<file path="config.mk">
export PLATFORM = sky130hd
export DESIGN_NAME = mshr_file
export DESIGN_NICKNAME = d
export VERILOG_FILES = /design/src/verilog/mshr_pkg.sv /design/src/verilog/fixed_arbiter.sv /design/src/verilog/mshr_alloc_ctrl.sv /design/src/verilog/mshr_entry.sv /design/src/verilog/mshr_file.sv /design/src/verilog/store_data_queue.sv
export SDC_FILE = /design/constraint.sdc
export NUM_CORES = 1
export LEC_CHECK = 0
export BUFFER_PORTS_ARGS = -buffer_cell sky130_fd_sc_hd__buf_2
export CORE_ASPECT_RATIO = 1.25
export CORE_MARGIN = 2
export CORE_UTILIZATION = 31
export DETAILED_ROUTE_END_ITERATION = 8
export GPL_TIMING_DRIVEN = 0
export SKIP_LAST_GASP = 1
export SLEW_MARGIN = 5
export SYNTH_ARGS = -nofsm -noshare
export SYNTH_HDL_FRONTEND = slang
export SYNTH_HIERARCHICAL = 1
export SYNTH_SLANG_ARGS = --single-unit
</file>
<file path="constraint.sdc">
create_clock -name clock -period 5.69 [get_ports clock]
set_input_delay 0.569 -clock clock [delete_from_list [all_inputs] [get_ports clock]]
set_output_delay 0.569 -clock clock [all_outputs]
set_load 0.1 [all_outputs]
</file>
<file path="src/verilog/mshr_pkg.sv">
`default_nettype none

package mshr_pkg;

  localparam int NUM_MSHRS      = 4;
  localparam int NUM_SDQ        = 4;
  localparam int RPQ_DEPTH      = 2;
  localparam int ADDR_W         = 32;
  localparam int DATA_W         = 64;
  localparam int BLOCK_OFF_BITS = 6;
  localparam int IDX_BITS       = 6;
  localparam int REQ_ID_W       = 4;
  localparam int BLOCK_W        = ADDR_W - BLOCK_OFF_BITS;  // Tag plus index

  // Cacheable regions, everything else is uncacheable
  localparam logic [ADDR_W-1:0] CACHE_BASE_0 = 32'h1000_0000;
  localparam logic [ADDR_W-1:0] CACHE_MASK_0 = 32'hff00_0000;  // 16 MB
  localparam logic [ADDR_W-1:0] CACHE_BASE_1 = 32'h8000_0000;
  localparam logic [ADDR_W-1:0] CACHE_MASK_1 = 32'hf000_0000;  // 256 MB

  typedef logic [1:0] mshr_id_t;
  typedef logic [1:0] sdq_id_t;

  typedef struct packed {
    logic [ADDR_W-1:0]   addr;
    logic                is_write;
    logic [DATA_W-1:0]   data;
    logic [REQ_ID_W-1:0] req_id;
  } mem_req_t;

  typedef struct packed {
    logic               busy;
    logic [BLOCK_W-1:0] block_addr;
    logic               sec_rdy;  // Can still take a secondary miss
  } entry_status_t;

  typedef struct packed {
    logic [ADDR_W-1:0]   addr;
    logic                is_write;
    logic [REQ_ID_W-1:0] req_id;
    sdq_id_t             sdq_id;
  } replay_req_t;

  typedef struct packed {
    replay_req_t       req;
    logic [DATA_W-1:0] data;
  } replay_t;

  typedef struct packed {
    logic [BLOCK_W-1:0] block_addr;
    mshr_id_t           mshr_id;
  } acquire_t;

endpackage

`default_nettype wire

</file>
<file path="src/verilog/fixed_arbiter.sv">
`timescale 1ns/1ps
`default_nettype none

module fixed_arbiter #(
  parameter type payload_t = logic
) (
  input  wire logic                           clock,
  input  wire logic                           reset,
  input  wire logic [mshr_pkg::NUM_MSHRS-1:0] in_valid,
  input  wire payload_t                       in_bits [mshr_pkg::NUM_MSHRS],
  input  wire logic                           out_ready,
  output logic [mshr_pkg::NUM_MSHRS-1:0]      in_ready,
  output logic                                out_valid,
  output payload_t                            out_bits
);

  mshr_pkg::mshr_id_t pick;
  mshr_pkg::mshr_id_t sel;
  mshr_pkg::mshr_id_t held_sel;
  logic held;

  always_comb begin
    pick = '0;
    for (int i = mshr_pkg::NUM_MSHRS - 1; i >= 0; i--) begin
      if (in_valid[i]) begin
        pick = mshr_pkg::mshr_id_t'(i);  // Lowest index wins
      end
    end
  end

  assign sel       = held ? held_sel : pick;  // Stalled winner keeps the output
  assign out_valid = |in_valid;
  assign out_bits  = in_bits[sel];

  always_comb begin
    in_ready      = '0;
    in_ready[sel] = out_valid && out_ready;
  end

  always_ff @(posedge clock or posedge reset) begin
    if (reset) begin
      held     <= 1'b0;
      held_sel <= '0;
    end else begin
      held     <= out_valid && !out_ready;
      held_sel <= sel;
    end
  end

endmodule

`default_nettype wire

</file>
<file path="src/verilog/mshr_alloc_ctrl.sv">
`timescale 1ns/1ps
`default_nettype none

module mshr_alloc_ctrl (
  input  wire logic                      req_valid,
  input  wire mshr_pkg::mem_req_t        req,
  input  wire mshr_pkg::entry_status_t   status [mshr_pkg::NUM_MSHRS],
  input  wire logic                      sdq_has_free,
  output logic                           req_ready,
  output logic [mshr_pkg::NUM_MSHRS-1:0] pri_alloc,
  output logic [mshr_pkg::NUM_MSHRS-1:0] sec_alloc,
  output logic                           sdq_enq,
  output logic                           block_hit,
  output logic                           set_conflict
);

  logic [mshr_pkg::BLOCK_W-1:0] req_block;
  logic cacheable;
  logic [mshr_pkg::NUM_MSHRS-1:0] free;
  logic [mshr_pkg::NUM_MSHRS-1:0] lowest_free;
  logic [mshr_pkg::NUM_MSHRS-1:0] idx_match;
  logic [mshr_pkg::NUM_MSHRS-1:0] blk_match;
  logic [mshr_pkg::NUM_MSHRS-1:0] sec_open;
  logic sdq_ok;
  logic pri_ok;
  logic sec_ok;
  logic req_fire;

  assign req_block = req.addr[mshr_pkg::ADDR_W-1:mshr_pkg::BLOCK_OFF_BITS];
  assign cacheable = ((req.addr & mshr_pkg::CACHE_MASK_0) == mshr_pkg::CACHE_BASE_0) ||
                     ((req.addr & mshr_pkg::CACHE_MASK_1) == mshr_pkg::CACHE_BASE_1);

  always_comb begin
    for (int i = 0; i < mshr_pkg::NUM_MSHRS; i++) begin
      free[i]      = !status[i].busy;
      idx_match[i] = status[i].busy && (status[i].block_addr[mshr_pkg::IDX_BITS-1:0] ==
                                        req_block[mshr_pkg::IDX_BITS-1:0]);
      blk_match[i] = status[i].busy && (status[i].block_addr == req_block);
      sec_open[i]  = blk_match[i] && status[i].sec_rdy;
    end
  end

  assign lowest_free = free & (~free + 1'b1);  // Lowest free entry only

  assign block_hit    = cacheable && (|blk_match);
  assign set_conflict = cacheable && (|(idx_match & ~blk_match));

  assign sdq_ok = !req.is_write || sdq_has_free;
  assign pri_ok = !(|idx_match) && (|free);
  assign sec_ok = |sec_open;  // At most one entry holds the block

  assign req_ready = cacheable && sdq_ok && (pri_ok || sec_ok);
  assign req_fire  = req_valid && req_ready;

  assign pri_alloc = lowest_free & {mshr_pkg::NUM_MSHRS{req_fire && pri_ok}};
  assign sec_alloc = sec_open & {mshr_pkg::NUM_MSHRS{req_fire}};
  assign sdq_enq   = req_fire && req.is_write;

endmodule

`default_nettype wire

</file>
<file path="src/verilog/mshr_entry.sv">
`timescale 1ns/1ps
`default_nettype none

module mshr_entry #(
  parameter int ENTRY_ID = 0
) (
  input  wire logic               clock,
  input  wire logic               reset,
  input  wire logic               pri_alloc,
  input  wire logic               sec_alloc,
  input  wire mshr_pkg::mem_req_t req,
  input  wire mshr_pkg::sdq_id_t  sdq_alloc_id,
  input  wire logic               acquire_ready,
  input  wire logic               grant_valid,
  input  wire mshr_pkg::mshr_id_t grant_id,
  input  wire logic               replay_ready,
  output mshr_pkg::entry_status_t status,
  output logic                    acquire_valid,
  output mshr_pkg::acquire_t      acquire,
  output logic                    replay_valid,
  output mshr_pkg::replay_req_t   replay
);

  typedef enum logic [1:0] {
    S_IDLE,
    S_ACQUIRE,
    S_WAIT_GRANT,
    S_REPLAY
  } state_t;

  state_t state;
  logic [mshr_pkg::BLOCK_W-1:0] block_addr;
  mshr_pkg::replay_req_t rpq [mshr_pkg::RPQ_DEPTH];
  logic [$clog2(mshr_pkg::RPQ_DEPTH)-1:0] head;
  logic [$clog2(mshr_pkg::RPQ_DEPTH)-1:0] tail;
  logic [$clog2(mshr_pkg::RPQ_DEPTH+1)-1:0] count;
  logic push;
  logic pop;
  logic my_grant;

  assign push     = pri_alloc || sec_alloc;
  assign pop      = replay_valid && replay_ready;
  assign my_grant = grant_valid && (grant_id == mshr_pkg::mshr_id_t'(ENTRY_ID));

  always_ff @(posedge clock or posedge reset) begin
    if (reset) begin
      state <= S_IDLE;
      head  <= '0;
      tail  <= '0;
      count <= '0;
    end else begin
      case (state)
        S_IDLE:       if (pri_alloc) state <= S_ACQUIRE;
        S_ACQUIRE:    if (acquire_ready) state <= S_WAIT_GRANT;
        S_WAIT_GRANT: if (my_grant) state <= S_REPLAY;
        S_REPLAY:     if (pop && count == 1) state <= S_IDLE;  // Last request out
        default:      state <= S_IDLE;
      endcase
      if (push) tail <= tail + 1'b1;
      if (pop) head <= head + 1'b1;
      if (push && !pop) begin
        count <= count + 1'b1;
      end else if (pop && !push) begin
        count <= count - 1'b1;
      end
    end
  end

  always_ff @(posedge clock) begin
    if (pri_alloc) block_addr <= req.addr[mshr_pkg::ADDR_W-1:mshr_pkg::BLOCK_OFF_BITS];
    if (push) begin
      rpq[tail] <= '{addr: req.addr, is_write: req.is_write, req_id: req.req_id,
                     sdq_id: sdq_alloc_id};
    end
  end

  assign acquire_valid = (state == S_ACQUIRE);
  assign acquire       = '{block_addr: block_addr, mshr_id: mshr_pkg::mshr_id_t'(ENTRY_ID)};
  assign replay_valid  = (state == S_REPLAY);
  assign replay        = rpq[head];

  // No secondary once replay starts, so the list only drains there
  assign status = '{busy: (state != S_IDLE),
                    block_addr: block_addr,
                    sec_rdy: (state == S_ACQUIRE || state == S_WAIT_GRANT) &&
                             (int'(count) < mshr_pkg::RPQ_DEPTH)};

endmodule

`default_nettype wire

</file>
<file path="src/verilog/mshr_file.sv">
`timescale 1ns/1ps
`default_nettype none

module mshr_file (
  input  wire logic               clock,
  input  wire logic               reset,
  input  wire logic               req_valid,
  input  wire mshr_pkg::mem_req_t req,
  output logic                    req_ready,
  output logic                    block_hit,
  output logic                    set_conflict,
  output logic                    acquire_valid,
  output mshr_pkg::acquire_t      acquire,
  input  wire logic               acquire_ready,
  input  wire logic               grant_valid,
  input  wire mshr_pkg::mshr_id_t grant_id,
  output logic                    replay_valid,
  output mshr_pkg::replay_t       replay,
  input  wire logic               replay_ready
);

  mshr_pkg::entry_status_t status [mshr_pkg::NUM_MSHRS];
  logic [mshr_pkg::NUM_MSHRS-1:0] pri_alloc;
  logic [mshr_pkg::NUM_MSHRS-1:0] sec_alloc;
  logic sdq_enq;
  logic sdq_has_free;
  mshr_pkg::sdq_id_t sdq_alloc_id;
  logic [mshr_pkg::DATA_W-1:0] sdq_rd_data;
  logic [mshr_pkg::NUM_MSHRS-1:0] acq_valid;
  logic [mshr_pkg::NUM_MSHRS-1:0] acq_ready;
  mshr_pkg::acquire_t acq_bits [mshr_pkg::NUM_MSHRS];
  logic [mshr_pkg::NUM_MSHRS-1:0] rep_valid;
  logic [mshr_pkg::NUM_MSHRS-1:0] rep_ready;
  mshr_pkg::replay_req_t rep_bits [mshr_pkg::NUM_MSHRS];
  mshr_pkg::replay_req_t rep_out;

  mshr_alloc_ctrl u_alloc_ctrl (
    .req_valid    (req_valid),
    .req          (req),
    .status       (status),
    .sdq_has_free (sdq_has_free),
    .req_ready    (req_ready),
    .pri_alloc    (pri_alloc),
    .sec_alloc    (sec_alloc),
    .sdq_enq      (sdq_enq),
    .block_hit    (block_hit),
    .set_conflict (set_conflict)
  );

  store_data_queue u_sdq (
    .clock       (clock),
    .reset       (reset),
    .enq         (sdq_enq),
    .enq_data    (req.data),
    .replay_fire (replay_valid && replay_ready),
    .replay      (rep_out),
    .has_free    (sdq_has_free),
    .alloc_id    (sdq_alloc_id),
    .rd_data     (sdq_rd_data)
  );

  for (genvar i = 0; i < mshr_pkg::NUM_MSHRS; i++) begin : g_entry
    mshr_entry #(.ENTRY_ID(i)) u_entry (
      .clock         (clock),
      .reset         (reset),
      .pri_alloc     (pri_alloc[i]),
      .sec_alloc     (sec_alloc[i]),
      .req           (req),
      .sdq_alloc_id  (sdq_alloc_id),
      .acquire_ready (acq_ready[i]),
      .grant_valid   (grant_valid),
      .grant_id      (grant_id),
      .replay_ready  (rep_ready[i]),
      .status        (status[i]),
      .acquire_valid (acq_valid[i]),
      .acquire       (acq_bits[i]),
      .replay_valid  (rep_valid[i]),
      .replay        (rep_bits[i])
    );
  end

  fixed_arbiter #(.payload_t(mshr_pkg::acquire_t)) u_acquire_arb (
    .clock     (clock),
    .reset     (reset),
    .in_valid  (acq_valid),
    .in_bits   (acq_bits),
    .out_ready (acquire_ready),
    .in_ready  (acq_ready),
    .out_valid (acquire_valid),
    .out_bits  (acquire)
  );

  fixed_arbiter #(.payload_t(mshr_pkg::replay_req_t)) u_replay_arb (
    .clock     (clock),
    .reset     (reset),
    .in_valid  (rep_valid),
    .in_bits   (rep_bits),
    .out_ready (replay_ready),
    .in_ready  (rep_ready),
    .out_valid (replay_valid),
    .out_bits  (rep_out)
  );

  assign replay = '{req: rep_out, data: sdq_rd_data};  // Store data joins at the output

endmodule

`default_nettype wire

</file>
<file path="src/verilog/store_data_queue.sv">
`timescale 1ns/1ps
`default_nettype none

module store_data_queue (
  input  wire logic                        clock,
  input  wire logic                        reset,
  input  wire logic                        enq,
  input  wire logic [mshr_pkg::DATA_W-1:0] enq_data,
  input  wire logic                        replay_fire,
  input  wire mshr_pkg::replay_req_t       replay,
  output logic                             has_free,
  output mshr_pkg::sdq_id_t                alloc_id,
  output logic [mshr_pkg::DATA_W-1:0]      rd_data
);

  logic [mshr_pkg::NUM_SDQ-1:0] slot_valid;
  logic [mshr_pkg::DATA_W-1:0] slot_data [mshr_pkg::NUM_SDQ];

  always_comb begin
    alloc_id = '0;
    for (int i = mshr_pkg::NUM_SDQ - 1; i >= 0; i--) begin
      if (!slot_valid[i]) begin
        alloc_id = mshr_pkg::sdq_id_t'(i);
      end
    end
  end

  assign has_free = !(&slot_valid);
  assign rd_data  = replay.is_write ? slot_data[replay.sdq_id] : '0;  // Zero for reads

  always_ff @(posedge clock or posedge reset) begin
    if (reset) begin
      slot_valid <= '0;
    end else begin
      if (replay_fire && replay.is_write) slot_valid[replay.sdq_id] <= 1'b0;
      if (enq) slot_valid[alloc_id] <= 1'b1;  // Never the slot being freed
    end
  end

  always_ff @(posedge clock) begin
    if (enq) slot_data[alloc_id] <= enq_data;
  end

endmodule

`default_nettype wire
</file>
==> out/metrics.yaml <==
place_hpwl_um: 54300
worstHoldPathType: "in -> reg"
rows: 129
multi_input_comb_area_um2: 8400
gp_congestion: 0.815
syn_to_final_growth_pct: 19.8
crit_path_end_kind: "output pin"
placed_cell_area_um2: 34700
final_common_cell: "edfxtp_1"
chipWidth_um: 287
async_flop_share_pct: 4.82
grt_overflow: 0
netlist-cell-type-count: 59
muxShareOfSynthArea_pct: 16.6
rr_worst_depth: 13
fin_hold_ws_ns: 0.127
highest_layer: "met5"
clockBufferDepth: 3
synth_top_family_by_area: "multiplexers"
start_kind: "register"
cts_root_buf: "clkbuf_16"
totalWireLength_um: 78400
postCtsSetupRepairBufs: 0
pre_cts_slack_ns: 0.780
cts_tree: "yes"
sequential_cell_area_um2: 21000
final_nets: 2320
yosys_warnings: 6
status: "finished clean"
clock.fmax_mhz: 190
coreArea_um2: 98900
setup-violations-final: 0
min_to: "u_replay_arb/held"
antenna_found_initial: 12
met1_length_um: 30400
wl_met3_um: 4720
place_inst: 3417
final.min_clock_period_ns: 5.28
yosysSeqAreaShare_pct: 67.9
grt_pass1_vias: 17700
initialDrtViolationCount: 1173
max-cap-violations: 0
diodes: 0
synth_ff_type: "edfxtp_1"
h-tree-depth: 3
synth.avg_cell_area_um2: 16.9
syn_area_um2: 31000
syn_inst: 1830
critical_path_arrival_ns: 4.71
dr.pass1.iters: 5
wl_per_cell_um: 22.1
rsz0062_at_grt: "no"
vias_per_cell: 4.67
cp.required_ns: 5.12
ys_ff_latch: 706
ant_nets: 0
relSlewSlack_pct: 33.5
design_area_um2: 37100
fin_crit_sh_pct: 92.7
finalNonFillerCells: 3551
dieHeight_um: 357
synthSimpleGateAreaFrac_pct: 2.99
reg2reg_from: "g_entry[0].u_entry/state[0]"
hold_violations: 0
grt_max_degree: 50
clock_skew_ns: 0.0263
hold_path_startpoint: "replay_ready"
fill_cells: 9162
start_util_pct: 31.3
synth-compound-area-share_pct: 2.59
io_pins: 245
synth_xor_area_share_pct: 3.30
die_area_um2: 102000
drc: 0
synth_edf_count: 672
hold_depth: 2
slew_violations: 0
fin_ws_ns: 0.414
rr_endpoint: "u_sdq/slot_data[2][9]"
portBuffers: 244
wl_met2_um: 41400
drive_gt1_share_pct: 33.9
vias: 16600
crit_type: "reg -> out"
worstPathMaxFanout: 10
cts_made_buffers: 74
worst_pin_slew_ns: 0.998
r2r_setup_slack_ns: 1.27
cts_sinks: 706
synth_fa_ha_area_share_pct: 1.09
grt_pass1_wl_um: 114000
path_clk_slew_ns: 0.06
clk_latency_ns: 0.63
final_cell_mix: "edfxtp_1 (672), mux2i_1 (328), buf_2 (277)"
grtUsageTotal_pct: 15.1
==> per-layer routing <==
metal	track usage, %	up-vias
met5	0	-
met4	4.60	20
met3	3.73	133
met2	27.9	453
met1	17.1	8398
li1	-	7573
==> flip-flops by register name, indices dropped and copies added (netlist names) <==
register,count
u_replay_arb/held_sel,2
g_entry.u_entry/count,8
g_entry.u_entry/block_addr,104
g_entry.u_entry/head,4
u_sdq/slot_data,256
u_replay_arb/held,1
u_acquire_arb/held_sel,2
g_entry.u_entry/state,8
u_sdq/slot_valid,4
u_acquire_arb/held,1
g_entry.u_entry/rpq,312
g_entry.u_entry/tail,4
==> kinds of logic (layout without fill, tap and decap cells) <==
logic type / after synthesis / count (layout)
DFF: 706 / 706
muxes: 491 / 491
buffers and inverters: 224 / 633
and+or+nand+nor: 157 / 157
xor gates and xnor gates: 116 / 116
AOI/OAI and AO/OA: 103 / 103
adders and majority gates: 27 / 27
other: 6 / 8
==> worst max-delay path by stage <==
| stage | from | to | slack [ns] | cells past startpoint |
|---|---|---|---|---|
| after floorplan | g_entry[0].u_entry/state[0] | replay[10] | 0.28 | 9 |
| after global placement | req[93] | g_entry[1].u_entry/rpq[1][5] | -3.54 | 10 |
| after detailed placement | req[94] | u_sdq/slot_data[2][9] | 0.78 | 13 |
| after CTS | g_entry[2].u_entry/state[1] | replay[54] | 0.12 | 11 |
| after global routing | g_entry[2].u_entry/state[1] | replay[54] | 0.17 | 11 |
| final | g_entry[2].u_entry/state[1] | replay[54] | 0.41 | 11 |
==> critical path, cell delays in order, from the launching register on <==
cell	delay [ns]
dfrtp_1	0.39
ha_1	0.28
inv_1	0.07
a21oi_1	0.16
o31a_2	0.14
clkbuf_1	0.28
buf_2	0.52
mux2i_4	0.52
nand2_1	0.38
clkbuf_1	0.42
o22ai_1	0.40
buf_2	0.51
==> area by class of cell <==
type / instances / area share [%]
Buffer: 191 / 4.24
Clock buffer: 85 / 5.13
Clock inverter: 48 / 1.20
Inverter: 33 / 0.334
Multi-Input combinational cell: 902 / 22.6
Sequential cell: 706 / 56.7
Tap cell: 1310 / 4.42
Timing Repair Buffer: 276 / 5.32
==> stage by stage <==
stage / util [%] / TNS, ns
final: 37.5 / 0
after global routing: 37.5 / 0
after CTS: 37.5 / 0
after detailed placement: 35.1 / 0
after global placement: 34.2 / -1672.25
after floorplan: - / 0
==> Yosys cell counts (6+ instances only) <==
master	number	area (um2)
buf_2	33	165
nand2_1	30	113
xnor2_1	70	613
conb_1	6	22.5
buf_4	115	863
nand4_1	18	113
nor3_1	13	65.1
o22ai_1	64	400
inv_1	33	124
nor4_1	10	62.6
a21oi_1	9	45.0
nor2b_1	18	113
ha_1	27	338
mux2_2	156	1760
nand3_1	8	40.0
buf_8	6	90.1
mux2i_1	331	3310
buf_12	17	340
clkbuf_1	10	37.5
dfrtp_1	34	851
nor2_1	30	113
edfxtp_1	672	20200
xor2_1	45	394
==> what timing repair did <==
action / 4_1_cts / 5_1_grt
hold buffers: 1 / 0
setup endpoints to repair: 0 / 3
endpoints found under the hold margin: 34 / 0
gates resized for setup: 0 / 2
Power is left out: the tool's default activity adds up to more than one toggle a clock period on the data nets, which glitch-free logic cannot reach.
